### src/ex_settings.svh
// execute stage settings: widths shared by the packages and the datapath
`ifndef EX_SETTINGS_SVH
`define EX_SETTINGS_SVH

// data word of the pipeline
`define EX_WORD_W 32

// general register file has 32 entries
`define EX_REG_ADDR_W 5

// operation code from decode
`define EX_ALUOP_W 8

// result class from decode
`define EX_ALUSEL_W 3

// shift amount taken from the low bits of reg1
`define EX_SHAMT_W 5

`endif

### src/ex_data_pkg.sv
// execute stage data types: words, hi/lo pairs and register numbers
package ex_data_pkg;

`include "ex_settings.svh"

  // one general register value
  typedef logic [`EX_WORD_W-1:0] word_t;

  // hi:lo pair, also a full product
  typedef logic [2*`EX_WORD_W-1:0] dword_t;

  // destination register number
  typedef logic [`EX_REG_ADDR_W-1:0] reg_addr_t;

endpackage

### src/ex_op_pkg.sv
// execute stage operation codes and result classes as decoded upstream
package ex_op_pkg;

`include "ex_settings.svh"

  typedef enum logic [`EX_ALUOP_W-1:0] {
    OP_NOP   = 8'b0000_0000,
    // logic
    OP_OR    = 8'b0010_0101,
    OP_AND   = 8'b0010_0100,
    OP_NOR   = 8'b0010_0111,
    OP_XOR   = 8'b0010_0110,
    // shifts
    OP_SLL   = 8'b0111_1100,
    OP_SRL   = 8'b0000_0010,
    OP_SRA   = 8'b0000_0011,
    // arithmetic and compares
    OP_ADD   = 8'b0010_0000,
    OP_ADDU  = 8'b0010_0001,
    OP_SUB   = 8'b0010_0010,
    OP_SUBU  = 8'b0010_0011,
    OP_SLT   = 8'b0010_1010,
    OP_SLTU  = 8'b0010_1011,
    OP_CLZ   = 8'b1011_0000,
    OP_CLO   = 8'b1011_0001,
    // traps
    OP_TEQ   = 8'b0011_0100,
    OP_TNE   = 8'b0011_0110,
    OP_TGE   = 8'b0011_0000,
    OP_TGEU  = 8'b0011_0001,
    OP_TLT   = 8'b0011_0010,
    OP_TLTU  = 8'b0011_0011,
    // hi/lo moves and conditional moves
    OP_MFHI  = 8'b0001_0000,
    OP_MFLO  = 8'b0001_0010,
    OP_MTHI  = 8'b0001_0001,
    OP_MTLO  = 8'b0001_0011,
    OP_MOVZ  = 8'b0000_1010,
    OP_MOVN  = 8'b0000_1011,
    // multiplies
    OP_MULT  = 8'b0001_1000,
    OP_MULTU = 8'b0001_1001,
    OP_MUL   = 8'b1010_1001,
    // two-cycle multiply-accumulate
    OP_MADD  = 8'b1010_0110,
    OP_MADDU = 8'b1010_1000,
    OP_MSUB  = 8'b1010_1010,
    OP_MSUBU = 8'b1010_1011
  } alu_op_e;

  typedef enum logic [`EX_ALUSEL_W-1:0] {
    SEL_NOP   = 3'b000,
    SEL_LOGIC = 3'b001,
    SEL_SHIFT = 3'b010,
    SEL_MOVE  = 3'b011,
    SEL_ARITH = 3'b100,
    SEL_MUL   = 3'b101
  } alu_sel_e;

endpackage

### src/ex_arith.sv
// arithmetic unit: shared adder, compares, leading-bit counts, overflow and traps
`timescale 1ns/10ps
`include "ex_settings.svh"

module ex_arith
  import ex_op_pkg::*;
  import ex_data_pkg::*;
(
  input  alu_op_e aluop_i,
  input  word_t   reg1_i,
  input  word_t   reg2_i,
  output word_t   arith_res_o,
  output logic    ov_raw_o,
  output logic    trap_raw_o
);

  localparam int MSB   = `EX_WORD_W - 1;
  localparam int CNT_W = $clog2(`EX_WORD_W) + 1;

  logic                sub_en;
  logic                signed_cmp;
  word_t               addend_b;
  logic [`EX_WORD_W:0] sum_ext;
  word_t               sum;
  logic                carry;
  logic                reg1_lt_reg2;
  logic [CNT_W-1:0]    clz_cnt;
  logic [CNT_W-1:0]    clo_cnt;

  // zeros above the first set bit, 0 to word width
  function automatic logic [CNT_W-1:0] lead_zeros(input word_t v);
    logic [CNT_W-1:0] n;
    logic             found;
    n = '0;
    found = 1'b0;
    for (int i = MSB; i >= 0; i--)
    begin
      if (v[i])
        found = 1'b1;
      else if (!found)
        n = n + 1'b1;
    end
    return n;
  endfunction

  // every compare and subtract goes through the adder as reg1 + ~reg2 + 1
  assign sub_en = aluop_i inside {OP_SUB, OP_SUBU, OP_SLT, OP_SLTU,
                                  OP_TGE, OP_TGEU, OP_TLT, OP_TLTU};
  assign signed_cmp = aluop_i inside {OP_SLT, OP_TGE, OP_TLT};

  assign addend_b = sub_en ? ~reg2_i : reg2_i;
  assign sum_ext  = {1'b0, reg1_i} + {1'b0, addend_b} + {{`EX_WORD_W{1'b0}}, sub_en};
  assign sum      = sum_ext[MSB:0];
  assign carry    = sum_ext[`EX_WORD_W];

  // signed: differing signs decide, else the sign of the difference
  // unsigned: no carry out means a borrow
  assign reg1_lt_reg2 = signed_cmp ?
                        ((reg1_i[MSB] & ~reg2_i[MSB]) |
                         (~(reg1_i[MSB] ^ reg2_i[MSB]) & sum[MSB])) :
                        ~carry;

  assign clz_cnt = lead_zeros(reg1_i);
  assign clo_cnt = lead_zeros(~reg1_i);

  // trapping add/sub only
  assign ov_raw_o = (aluop_i inside {OP_ADD, OP_SUB}) &&
                    (reg1_i[MSB] == addend_b[MSB]) && (sum[MSB] != reg1_i[MSB]);

  always_comb
  begin
    case (aluop_i)
      OP_ADD, OP_ADDU, OP_SUB, OP_SUBU: arith_res_o = sum;
      OP_SLT, OP_SLTU: arith_res_o = {{MSB{1'b0}}, reg1_lt_reg2};
      OP_CLZ:  arith_res_o = {{(`EX_WORD_W-CNT_W){1'b0}}, clz_cnt};
      OP_CLO:  arith_res_o = {{(`EX_WORD_W-CNT_W){1'b0}}, clo_cnt};
      default: arith_res_o = '0;
    endcase
  end

  always_comb
  begin
    case (aluop_i)
      OP_TEQ:         trap_raw_o = (reg1_i == reg2_i);
      OP_TNE:         trap_raw_o = (reg1_i != reg2_i);
      OP_TGE, OP_TGEU: trap_raw_o = ~reg1_lt_reg2;
      OP_TLT, OP_TLTU: trap_raw_o = reg1_lt_reg2;
      default:        trap_raw_o = 1'b0;
    endcase
  end

endmodule

### src/ex_hilo.sv
// hi/lo unit: forwarding of hi:lo, move results and the hi/lo write request
`timescale 1ns/10ps

module ex_hilo
  import ex_op_pkg::*;
  import ex_data_pkg::*;
(
  input  logic    rst_n_i,
  input  alu_op_e aluop_i,
  input  word_t   reg1_i,
  input  word_t   hi_i,
  input  word_t   lo_i,
  input  word_t   mem_hi_i,
  input  word_t   mem_lo_i,
  input  logic    mem_whilo_i,
  input  word_t   wb_hi_i,
  input  word_t   wb_lo_i,
  input  logic    wb_whilo_i,
  input  dword_t  mul_hilo_i,
  input  logic    mul_hilo_we_i,
  output dword_t  hilo_fwd_o,
  output word_t   move_res_o,
  output word_t   hi_o,
  output word_t   lo_o,
  output logic    whilo_o
);

  localparam int W = $bits(word_t);

  word_t hi_fwd;
  word_t lo_fwd;
  logic  hilo_we;

  // memory stage is younger than write-back, so it wins
  always_comb
  begin
    if (mem_whilo_i)
      {hi_fwd, lo_fwd} = {mem_hi_i, mem_lo_i};
    else if (wb_whilo_i)
      {hi_fwd, lo_fwd} = {wb_hi_i, wb_lo_i};
    else
      {hi_fwd, lo_fwd} = {hi_i, lo_i};
  end

  assign hilo_fwd_o = {hi_fwd, lo_fwd};

  always_comb
  begin
    case (aluop_i)
      OP_MFHI:          move_res_o = hi_fwd;
      OP_MFLO:          move_res_o = lo_fwd;
      // condition was resolved in decode, only the value passes here
      OP_MOVZ, OP_MOVN: move_res_o = reg1_i;
      default:          move_res_o = '0;
    endcase
  end

  always_comb
  begin
    hilo_we = 1'b1;
    if (mul_hilo_we_i)
      {hi_o, lo_o} = mul_hilo_i;
    else if (aluop_i == OP_MTHI)
      {hi_o, lo_o} = {reg1_i, lo_fwd};
    else if (aluop_i == OP_MTLO)
      {hi_o, lo_o} = {hi_fwd, reg1_i};
    else
      begin
        hilo_we      = 1'b0;
        {hi_o, lo_o} = {2*W{1'b0}};
      end
  end

  assign whilo_o = rst_n_i & hilo_we;

endmodule

### src/ex_logic_shift.sv
// logic and shift unit: bitwise ops on both operands and shifts of reg2
`timescale 1ns/10ps
`include "ex_settings.svh"

module ex_logic_shift
  import ex_op_pkg::*;
  import ex_data_pkg::*;
(
  input  alu_op_e aluop_i,
  input  word_t   reg1_i,
  input  word_t   reg2_i,
  output word_t   logic_res_o,
  output word_t   shift_res_o
);

  logic [`EX_SHAMT_W-1:0] shamt;

  // shift amount sits in the low bits of reg1
  assign shamt = reg1_i[`EX_SHAMT_W-1:0];

  always_comb
  begin
    case (aluop_i)
      OP_OR:   logic_res_o = reg1_i | reg2_i;
      OP_AND:  logic_res_o = reg1_i & reg2_i;
      OP_NOR:  logic_res_o = ~(reg1_i | reg2_i);
      OP_XOR:  logic_res_o = reg1_i ^ reg2_i;
      default: logic_res_o = '0;
    endcase
  end

  always_comb
  begin
    case (aluop_i)
      OP_SLL:  shift_res_o = reg2_i << shamt;
      OP_SRL:  shift_res_o = reg2_i >> shamt;
      // sign bit of reg2 fills from the left
      OP_SRA:  shift_res_o = word_t'($signed(reg2_i) >>> shamt);
      default: shift_res_o = '0;
    endcase
  end

endmodule

### src/ex_mul_acc.sv
// multiplier with two-cycle multiply-accumulate sequencer and stall request
`timescale 1ns/10ps
`include "ex_settings.svh"

module ex_mul_acc
  import ex_op_pkg::*;
  import ex_data_pkg::*;
(
  input  logic    clk,
  input  logic    rst_n_i,
  input  alu_op_e aluop_i,
  input  word_t   reg1_i,
  input  word_t   reg2_i,
  input  dword_t  hilo_fwd_i,
  output word_t   mul_lo_o,
  output dword_t  mul_hilo_o,
  output logic    mul_hilo_we_o,
  output logic    stall_o
);

  localparam int MSB = `EX_WORD_W - 1;

  logic                    sign_op;
  logic                    is_acc;
  logic                    is_msub;
  logic [`EX_WORD_W:0]     op_a;
  logic [`EX_WORD_W:0]     op_b;
  logic [2*`EX_WORD_W+1:0] prod_full;
  dword_t                  product;
  logic                    acc_start;
  logic                    acc_busy;
  dword_t                  acc_prod;

  assign sign_op = aluop_i inside {OP_MULT, OP_MUL, OP_MADD, OP_MSUB};
  assign is_acc  = aluop_i inside {OP_MADD, OP_MADDU, OP_MSUB, OP_MSUBU};
  assign is_msub = aluop_i inside {OP_MSUB, OP_MSUBU};

  // one extra bit lets a single signed multiplier serve both kinds
  assign op_a      = {sign_op & reg1_i[MSB], reg1_i};
  assign op_b      = {sign_op & reg2_i[MSB], reg2_i};
  assign prod_full = $signed(op_a) * $signed(op_b);
  assign product   = prod_full[2*`EX_WORD_W-1:0];

  assign mul_lo_o = product[MSB:0];

  // first accumulate cycle, sequencer still idle
  assign acc_start = is_acc & ~acc_busy;
  assign stall_o   = rst_n_i & acc_start;

  // busy lasts exactly one cycle
  always_ff @(posedge clk)
  begin
    if (!rst_n_i)
      acc_busy <= 1'b0;
    else if (acc_busy)
      acc_busy <= 1'b0;
    else if (acc_start)
      acc_busy <= 1'b1;
  end

  // partial product, already negated for the subtracting forms
  always_ff @(posedge clk)
  begin
    if (acc_start)
      acc_prod <= is_msub ? (~product + 1'b1) : product;
  end

  always_comb
  begin
    mul_hilo_o    = product;
    mul_hilo_we_o = 1'b0;
    if (acc_busy)
      begin
        // second cycle: fold in the freshest hi:lo
        mul_hilo_o    = acc_prod + hilo_fwd_i;
        mul_hilo_we_o = is_acc;
      end
    else if (aluop_i inside {OP_MULT, OP_MULTU})
      begin
        mul_hilo_we_o = 1'b1;
      end
  end

endmodule

### src/ex_result_sel.sv
// result select: write data by result class, write gating and exception flags
`timescale 1ns/10ps

module ex_result_sel
  import ex_op_pkg::*;
  import ex_data_pkg::*;
(
  input  logic      rst_n_i,
  input  alu_sel_e  alusel_i,
  input  reg_addr_t wd_i,
  input  logic      wreg_i,
  input  word_t     logic_res_i,
  input  word_t     shift_res_i,
  input  word_t     move_res_i,
  input  word_t     arith_res_i,
  input  word_t     mul_lo_i,
  input  logic      ov_raw_i,
  input  logic      trap_raw_i,
  output reg_addr_t wd_o,
  output logic      wreg_o,
  output word_t     wdata_o,
  output logic      ov_o,
  output logic      trap_o
);

  assign wd_o = wd_i;

  always_comb
  begin
    case (alusel_i)
      SEL_LOGIC: wdata_o = logic_res_i;
      SEL_SHIFT: wdata_o = shift_res_i;
      SEL_MOVE:  wdata_o = move_res_i;
      SEL_ARITH: wdata_o = arith_res_i;
      // mul writes only the low word to the register file
      SEL_MUL:   wdata_o = mul_lo_i;
      default:   wdata_o = '0;
    endcase
  end

  // an overflowing add/sub must not reach the register file
  assign wreg_o = rst_n_i & wreg_i & ~ov_raw_i;

  assign ov_o   = rst_n_i & ov_raw_i;
  assign trap_o = rst_n_i & trap_raw_i;

endmodule

### src/ex_top.sv
// execute stage top: connects the logic, arithmetic, multiply, hi/lo and select units
`timescale 1ns/10ps

module ex_top
  import ex_op_pkg::*;
  import ex_data_pkg::*;
(
  input  logic      clk,
  input  logic      rst_n_i,
  // from decode
  input  alu_op_e   aluop_i,
  input  alu_sel_e  alusel_i,
  input  word_t     reg1_i,
  input  word_t     reg2_i,
  input  reg_addr_t wd_i,
  input  logic      wreg_i,
  // hi/lo register and its forwarding paths
  input  word_t     hi_i,
  input  word_t     lo_i,
  input  word_t     mem_hi_i,
  input  word_t     mem_lo_i,
  input  logic      mem_whilo_i,
  input  word_t     wb_hi_i,
  input  word_t     wb_lo_i,
  input  logic      wb_whilo_i,
  // to memory stage and pipeline control
  output reg_addr_t wd_o,
  output logic      wreg_o,
  output word_t     wdata_o,
  output word_t     hi_o,
  output word_t     lo_o,
  output logic      whilo_o,
  output logic      stall_o,
  output logic      ov_o,
  output logic      trap_o
);

  word_t  logic_res;
  word_t  shift_res;
  word_t  arith_res;
  logic   ov_raw;
  logic   trap_raw;
  dword_t hilo_fwd;
  word_t  move_res;
  word_t  mul_lo;
  dword_t mul_hilo;
  logic   mul_hilo_we;

  ex_logic_shift u_logic_shift (
    .aluop_i(aluop_i), .reg1_i(reg1_i), .reg2_i(reg2_i),
    .logic_res_o(logic_res), .shift_res_o(shift_res)
  );

  ex_arith u_arith (
    .aluop_i(aluop_i), .reg1_i(reg1_i), .reg2_i(reg2_i),
    .arith_res_o(arith_res), .ov_raw_o(ov_raw), .trap_raw_o(trap_raw)
  );

  ex_mul_acc u_mul_acc (
    .clk(clk), .rst_n_i(rst_n_i), .aluop_i(aluop_i),
    .reg1_i(reg1_i), .reg2_i(reg2_i), .hilo_fwd_i(hilo_fwd),
    .mul_lo_o(mul_lo), .mul_hilo_o(mul_hilo),
    .mul_hilo_we_o(mul_hilo_we), .stall_o(stall_o)
  );

  ex_hilo u_hilo (
    .rst_n_i(rst_n_i), .aluop_i(aluop_i), .reg1_i(reg1_i),
    .hi_i(hi_i), .lo_i(lo_i),
    .mem_hi_i(mem_hi_i), .mem_lo_i(mem_lo_i), .mem_whilo_i(mem_whilo_i),
    .wb_hi_i(wb_hi_i), .wb_lo_i(wb_lo_i), .wb_whilo_i(wb_whilo_i),
    .mul_hilo_i(mul_hilo), .mul_hilo_we_i(mul_hilo_we),
    .hilo_fwd_o(hilo_fwd), .move_res_o(move_res),
    .hi_o(hi_o), .lo_o(lo_o), .whilo_o(whilo_o)
  );

  ex_result_sel u_result_sel (
    .rst_n_i(rst_n_i), .alusel_i(alusel_i), .wd_i(wd_i), .wreg_i(wreg_i),
    .logic_res_i(logic_res), .shift_res_i(shift_res), .move_res_i(move_res),
    .arith_res_i(arith_res), .mul_lo_i(mul_lo),
    .ov_raw_i(ov_raw), .trap_raw_i(trap_raw),
    .wd_o(wd_o), .wreg_o(wreg_o), .wdata_o(wdata_o), .ov_o(ov_o), .trap_o(trap_o)
  );

endmodule

### config.mk
export PLATFORM = sky130hd
export DESIGN_NAME = ex_top
export DESIGN_NICKNAME = d
export VERILOG_FILES = /design/src/ex_data_pkg.sv /design/src/ex_op_pkg.sv /design/src/ex_arith.sv /design/src/ex_hilo.sv /design/src/ex_logic_shift.sv /design/src/ex_mul_acc.sv /design/src/ex_result_sel.sv /design/src/ex_top.sv
export VERILOG_INCLUDE_DIRS = /design/src /design/src/src
export SDC_FILE = /design/constraint.sdc
export NUM_CORES = 2
export LEC_CHECK = 0
export ABC_AREA = 1
export BUFFER_PORTS_ARGS = -buffer_cell sky130_fd_sc_hd__buf_2
export CORE_MARGIN = 3
export CORE_UTILIZATION = 50
export CTS_CLUSTER_SIZE = 28
export DETAILED_ROUTE_END_ITERATION = 12
export PLACE_DENSITY = 0.72
export SETUP_SLACK_MARGIN = 0.05
export SYNTH_ARGS = -nofsm -noshare
export SYNTH_HDL_FRONTEND = slang
export SYNTH_HIERARCHICAL = 1
export SYNTH_SLANG_ARGS = --single-unit
export TNS_END_PERCENT = 30
### constraint.sdc
create_clock -name clk -period 32.9 [get_ports clk]
set_clock_uncertainty 0.2 [all_clocks]
set_input_delay 1.645 -clock clk [delete_from_list [all_inputs] [get_ports clk]]
set_output_delay 1.645 -clock clk [all_outputs]
set_load 0.01 [all_outputs]
=== After elaboration in Yosys (flattened, before gate mapping) ===
Index checks and enable logic that the tools add are counted.

* Bits in registers: 65
* Input port bits: 277
* Logic and storage cells: 371

* $add $sub $neg: 66
* Multiply operators: 1
* Equality and inequality tests: 43
* Shift operators: 3
* Muxes and demuxes: 214
* Bitwise logic cells: 27
* Reduce and logical (&&, ||, !) cells: 15

{| class="wikitable"
|+ Operators with widths
! operator !! number
|-
| 6-bit 2-to-1 mux || 124
|-
| 6-bit by 1-bit adder with 6-bit output (second input constant) || 60
|-
| 32-bit 2-to-1 mux || 11
|-
| 32-bit one-hot mux with 4 select lines || 2
|-
| 32-bit one-hot mux with 3 select lines || 2
|-
| 32-bit one-hot mux with 5 select lines || 1
|-
| 8-bit by 6-bit equality test with 1-bit output (second input constant) || 16
|-
| 64-bit 2-to-1 mux || 2
|-
| 32-bit inverter || 3
|-
| 1-bit 2-to-1 mux || 71
|-
| 64-bit by 1-bit adder with 64-bit output (second input constant) || 1
|-
| 64-bit adder || 1
|-
| 33-bit by 33-bit multiplier with 64-bit output || 1
|-
| 64-bit inverter || 1
|-
| 8-bit equality test (second input constant) || 7
|-
| 8-bit by 5-bit equality test with 1-bit output (second input constant) || 6
|-
| 32-bit by 32-bit adder with 33-bit output || 1
|-
| 33-bit by 1-bit adder with 33-bit output || 1
|-
| 32-bit bitwise AND || 1
|-
| 32-bit equality test || 1
|-
| 32-bit inequality test || 1
|-
| 32-bit bitwise OR || 1
|-
| 32-bit by 5-bit left shift with 32-bit output || 1
|-
| 32-bit by 5-bit right shift with 32-bit output || 1
|-
| other kinds (23) || 52
|}

=== Depth between registers and ports, before layout ===
* Depth after elaboration: 97
* Gate-level depth with buffers: 116
* Depth with buffers taken out: 115

=== Cells and area by module ===
Netlist, hierarchy kept.

{| class="wikitable"
|+ Modules (own cells, without submodules)
! module !! instances !! cells each !! area each (µm²) !! sequential area each (µm²)
|-
| ex_mul_acc || 1 || 6970 || 50393.3 || 1941.9
|-
| ex_arith || 1 || 1804 || 9587.9 || 0.0
|-
| ex_logic_shift || 1 || 1114 || 5467.7 || 0.0
|-
| ex_hilo || 1 || 1048 || 4299.1 || 0.0
|-
| ex_result_sel || 1 || 396 || 1714.1 || 0.0
|}

=== Least setup slack after synthesis ===
Ideal clock, no wire load.

* Path type: input to output
* Start point: input port reg1_i[31]
* End point: output port wdata_o[4]
* Arrival time: 14.617 ns
* Data required time: 31.055 ns
* Path slack: 16.438 ns
* Cell stages on the path: 114
* Path through: buf_2 -> nand2_2 -> inv_1 -> nand2_1 -> inv_1 -> ha_1 -> nand2_1 -> o21ai_1 -> xor2_1 -> inv_1 -> ha_1 -> nand4_1 -> inv_1 -> o31ai_1 -> ha_1 -> nand2_1 -> nand2_1 -> nand2_1 -> [78 not listed] -> inv_1 -> ha_1 -> nand2_1 -> o21ai_0 -> ha_1 -> a211oi_1 -> inv_2 -> ha_1 -> nand4_1 -> nor2_1 -> inv_1 -> a21oi_1 -> o21ai_1 -> nand3_1 -> nand3_1 -> nand2_1 -> inv_1 -> nand3_1

* Cells in the longest elaborated chain, start to end: 97
* Elaborated cells between the ends (all ways): 253
* Those cells by class: add/sub: 62; mux: 190; bitwise: 1

{| class="wikitable"
|+ Ends and longest elaborated chain
! what !! line !! RTL
|-
| start, declared || ex_top.sv:13 || <nowiki>input word_t reg1_i,</nowiki>
|-
| 32-bit inverter || ex_arith.sv:64 || <nowiki>assign clo_cnt = lead_zeros(~reg1_i);</nowiki>
|-
| 1-bit 2-to-1 mux || ex_arith.sv:38 || <nowiki>if (v[i])</nowiki>
|-
| 1-bit by 1-bit adder with 2-bit output || ex_arith.sv:41 || <nowiki>n = n + 1'b1;</nowiki>
|-
| 6-bit 2-to-1 mux || ex_arith.sv:40 || <nowiki>else if (!found)</nowiki>
|-
| 6-bit 2-to-1 mux || ex_arith.sv:38 ||
|-
| 6-bit by 1-bit adder with 6-bit output || ex_arith.sv:41 ||
|-
| 6-bit 2-to-1 mux || ex_arith.sv:40 ||
|-
| 6-bit 2-to-1 mux || ex_arith.sv:38 ||
|-
| [82 not listed] || - ||
|-
| 6-bit 2-to-1 mux || ex_arith.sv:40 ||
|-
| 6-bit 2-to-1 mux || ex_arith.sv:38 ||
|-
| 6-bit by 1-bit adder with 6-bit output || ex_arith.sv:41 ||
|-
| 6-bit 2-to-1 mux || ex_arith.sv:40 ||
|-
| 6-bit 2-to-1 mux || ex_arith.sv:38 ||
|-
| 32-bit one-hot mux with 4 select lines (*) || ex_arith.sv:72 || <nowiki>case (aluop_i)</nowiki>
|-
| named net arith_res[4] || ex_top.sv:40 || <nowiki>word_t arith_res;</nowiki>
|-
| 32-bit one-hot mux with 5 select lines (*) || ex_result_sel.sv:30 || <nowiki>case (alusel_i)</nowiki>
|-
| end, declared || ex_top.sv:29 || <nowiki>output word_t wdata_o,</nowiki>
|}

The timed path passes the listed nets; every way through them passes the cells marked *.

=== Final worst setup path ===
* Start point: input port reg1_i[30]
* End point: output port wdata_o[4]

* Cells in the longest elaborated chain, start to end: 94
* Elaborated cells between the ends (all ways): 245
* Those cells by class: add/sub: 60; mux: 184; bitwise: 1

{| class="wikitable"
|+ Ends and longest elaborated chain
! what !! line
|-
| 32-bit inverter || ex_arith.sv:64
|-
| 6-bit 2-to-1 mux || ex_arith.sv:38
|-
| 6-bit by 1-bit adder with 6-bit output || ex_arith.sv:41
|-
| 6-bit 2-to-1 mux || ex_arith.sv:40
|-
| 6-bit 2-to-1 mux || ex_arith.sv:38
|-
| 6-bit by 1-bit adder with 6-bit output || ex_arith.sv:41
|-
| 6-bit 2-to-1 mux || ex_arith.sv:40
|-
| 6-bit 2-to-1 mux || ex_arith.sv:38
|-
| [79 not listed] || -
|-
| 6-bit 2-to-1 mux || ex_arith.sv:40
|-
| 6-bit 2-to-1 mux || ex_arith.sv:38
|-
| 6-bit by 1-bit adder with 6-bit output || ex_arith.sv:41
|-
| 6-bit 2-to-1 mux || ex_arith.sv:40
|-
| 6-bit 2-to-1 mux || ex_arith.sv:38
|-
| 32-bit one-hot mux with 4 select lines (*) || ex_arith.sv:72
|-
| named net arith_res[4] || ex_top.sv:40
|-
| 32-bit one-hot mux with 5 select lines (*) || ex_result_sel.sv:30
|}

Marked as above.

==> results summary <==
The run finished with clean final reports. The area share of the largest cell type after synthesis came out at 0.316. After detailed routing, the number of remaining DRC violations is 0.

The kind of cell with the highest combined delay along the critical path is compound AO/OA/AOI/OAI gates. The timing-limited maximum frequency is 51.6 MHz. Of the cells placed in the final design, the portion with a size suffix greater than 1 is 0.0666. In this design, the critical path's most frequently occurring cell is sky130_fd_sc_hd__nand2_1. The sum of overflow across all layers after global routing is 0. The hold violation total from the final report is 0. In the post-synthesis netlist, the biggest area contributors are sky130_fd_sc_hd__fa_1, sky130_fd_sc_hd__nand2_1, sky130_fd_sc_hd__inv_1. The number of buffers and inverters on the critical path is 24. The transition time at the pin with the least slew margin came out at 1.15 ns. The die height is 384 um.

The tightest slew margin relative to the limit is 0.224. The final layout contains routed wiring with a total length of 320000 um. The worst setup path is launched from a primary input.

The number of failing setup endpoints in the final timing report is 0. After routing, the total negative slack on setup checks comes to 0 ns. The estimated wirelength of the detail-placed design came out at 252000 um. The count of pins over their slew limit came to 0. Counting every sink on the clock net gives 65.

The number of synthesized register bits came out at 65. Setup repair after global routing left no endpoint under its margin. The critical-path maximum fanout is 43.

The post-synthesis sequential area ratio is 0.0272. Ranked by instance count, the synthesized netlist is headed by sky130_fd_sc_hd__nand2_1, sky130_fd_sc_hd__inv_1, sky130_fd_sc_hd__fa_1. On the critical path, the stage with the largest delay is an instance of sky130_fd_sc_hd__buf_4. Subtracting the final worst setup slack from the clock period gives 19.37 ns. The average footprint of a synthesized cell came out at 6.31 um^2.

The reported max-cap violation count came out at 0. The initial utilization of the core area, before any placement, comes to 0.504. For the worst setup path, the data arrival time is 17.52 ns.

For this run, the post-layout net count is 13200. The average wire per standard cell came out at 24.0 um. No sink is reached through more buffers than the 2 on the longest clock path. The TritonCTS buffer count came out at 9.

The mean number of vias per cell came out at 5.66. The data required time at the worst endpoint is 31.06 ns. The total global-route track usage is 0.427. The insertion delay of the later-clocked pin in the worst-skew pair is 0.37 ns.

After synthesis the cells add up to 0.0715 mm^2. The count of buffers added by post-CTS timing repair for setup is 0. When the netlist entered floorplanning its net count stood at 13200. The async set or reset register ratio after synthesis came out at 0.

The cell count after synthesis came out at 11300. The share of the clock period used by the worst path is 0.589. The count of nets left with antenna violations once routing finished came out at 0. Yosys instantiated no cell more often than sky130_fd_sc_hd__nand2_1. The routability congestion estimate came out at 1.09.

The number of warnings issued by yosys is 6. The maximum number of pins on one net before global-route repair came out at 67. The clock root buffer is sky130_fd_sc_hd__clkbuf_16. The number of buffers added to fix hold violations after cts came out at 0.

The x dimension of the die is 384 um. The biggest area contributor in the post-synthesis netlist is sky130_fd_sc_hd__fa_1. TritonCTS built the clock tree.

The type of the worst setup path is primary input to output port. The area growth from synthesis to final layout came out at 5.19%. The depth of the CTS H-tree is 3. The worst min-delay path class is flip-flop to flip-flop. The post-synthesis cell type count came out at 74. In this design, the stage delay of the slowest critical-path cell is 0.54 ns. The number of vias after detailed routing is 75400. The number of instances resized during post-cts repair came out at 0. The die covers 0.147 mm^2.

The quantity of I/O buffers inserted on ports came out at 372. The clock-pin slew on the worst setup and hold paths came out at 0.07 ns. 383 I/O pins were placed.

The core region is 0.142 mm^2. For this run, the leading register cell type out of synthesis is sky130_fd_sc_hd__edfxtp_1. The first detailed-routing pass ran for 9 iterations. The detailed router's first-iteration violation count is 9049. In this run the core area contains 138 standard-cell rows. The number of antenna violations at the first check in global routing is 29. The global-route wire length before repair came out at 469000 um. The number of global-route vias before repair was 73600.

The worst setup path is captured at an output port. In this run, synthesis inferred 64 flip-flops with an integrated enable.
==> worst paths after layout <==
path	to	slack (ns)	cells past startpoint	start
max	wdata_o[4]	13.53	111	reg1_i[30]
min	u_mul_acc/acc_busy	1.20	4	u_mul_acc/acc_busy
max reg2reg	u_mul_acc/acc_prod[41]	29.93	5	u_mul_acc/acc_busy
min reg2reg	u_mul_acc/acc_busy	1.20	4	u_mul_acc/acc_busy
==> per-stage QoR <==
step	hold WS, ns	setup slack [ns]	area, um^2	utilization	std cells
final	1.20	13.53	75200	0.530	13300
after global routing	1.20	11.89	75100	0.530	13300
after CTS	1.15	13.61	75100	0.530	13300
after detailed placement	1.13	13.65	74800	0.528	13300
after global placement	1.13	13.62	74800	0.528	13300
after floorplan	0.842	16.44	71500	-	11300
==> logic make-up (layout without fill, tap and decap cells) <==
family,count (synthesis),after routing,share of synthesized area
and+or+nand+nor,5644,5644,0.333
buffers and inverters,3167,3247,0.170
adders and majority gates,1557,1557,0.391
AOI/OAI and AO/OA,716,716,0.0563
xor gates and xnor gates,181,181,0.0225
DFF,65,65,0.0272
other,1,16,0.0000525
muxes,1,1,0.000158
==> worst min-delay path, stage by stage, from the launching register on <==
cell and delay, ns:
sky130_fd_sc_hd__dfxtp_2 0.50, sky130_fd_sc_hd__inv_1 0.17, sky130_fd_sc_hd__buf_4 0.33, sky130_fd_sc_hd__nand2_1 0.23, sky130_fd_sc_hd__nor2_1 0.11
==> sequential cells by signal (all words and copies together) (netlist names) <==
signal / count
u_mul_acc/acc_prod: 64
u_mul_acc/acc_busy: 1
==> layout by cell type, fill, tap and decap left out, drive strengths merged, types with 4 or more instances in the layout <==
cell / Yosys / routed
a211oi: 10 / 10
a21boi: 7 / 7
a21o: 18 / 18
a21oi: 298 / 298
a221oi: 8 / 8
a31oi: 30 / 30
and2: 8 / 8
buf: 135 / 491
clkbuf: 292 / 10
clkinv: 9 / 11
diode: 0 / 15
edfxtp: 64 / 64
fa: 1127 / 1127
ha: 430 / 430
inv: 2731 / 2731
nand2: 3745 / 3745
nand3: 820 / 820
nand3b: 24 / 24
nand4: 136 / 136
nor2: 792 / 792
nor3: 56 / 56
nor3b: 4 / 4
nor4: 10 / 10
o211ai: 34 / 34
o21a: 11 / 11
o21ai: 227 / 227
o21bai: 9 / 9
o22ai: 43 / 43
o31ai: 7 / 7
or2: 46 / 46
xnor2: 53 / 53
xor2: 128 / 128
==> layout make-up <==
cell class | instances | area (um^2)
clock buffers | 10 | 239
repair buffers | 491 | 2780
multi-input cells | 8100 | 57400
diodes | 15 | 37.5
well taps | 1890 | 2360
flip-flops and latches | 65 | 1940
clock inverters | 6 | 115
inverters | 2740 | 10300
fillers | 14700 | 66600
==> metal layers <==
| layer | track usage | part of all wire |
|---|---|---|
| met4 | 0.202 | 0.058 |
| met3 | 0.148 | 0.14 |
| met2 | 0.617 | 0.41 |
| met5 | 0 | 0.00049 |
| met1 | 0.572 | 0.40 |
Power is left out: the tool's default activity adds up to more than one toggle a clock period on the data nets, which glitch-free logic cannot reach.
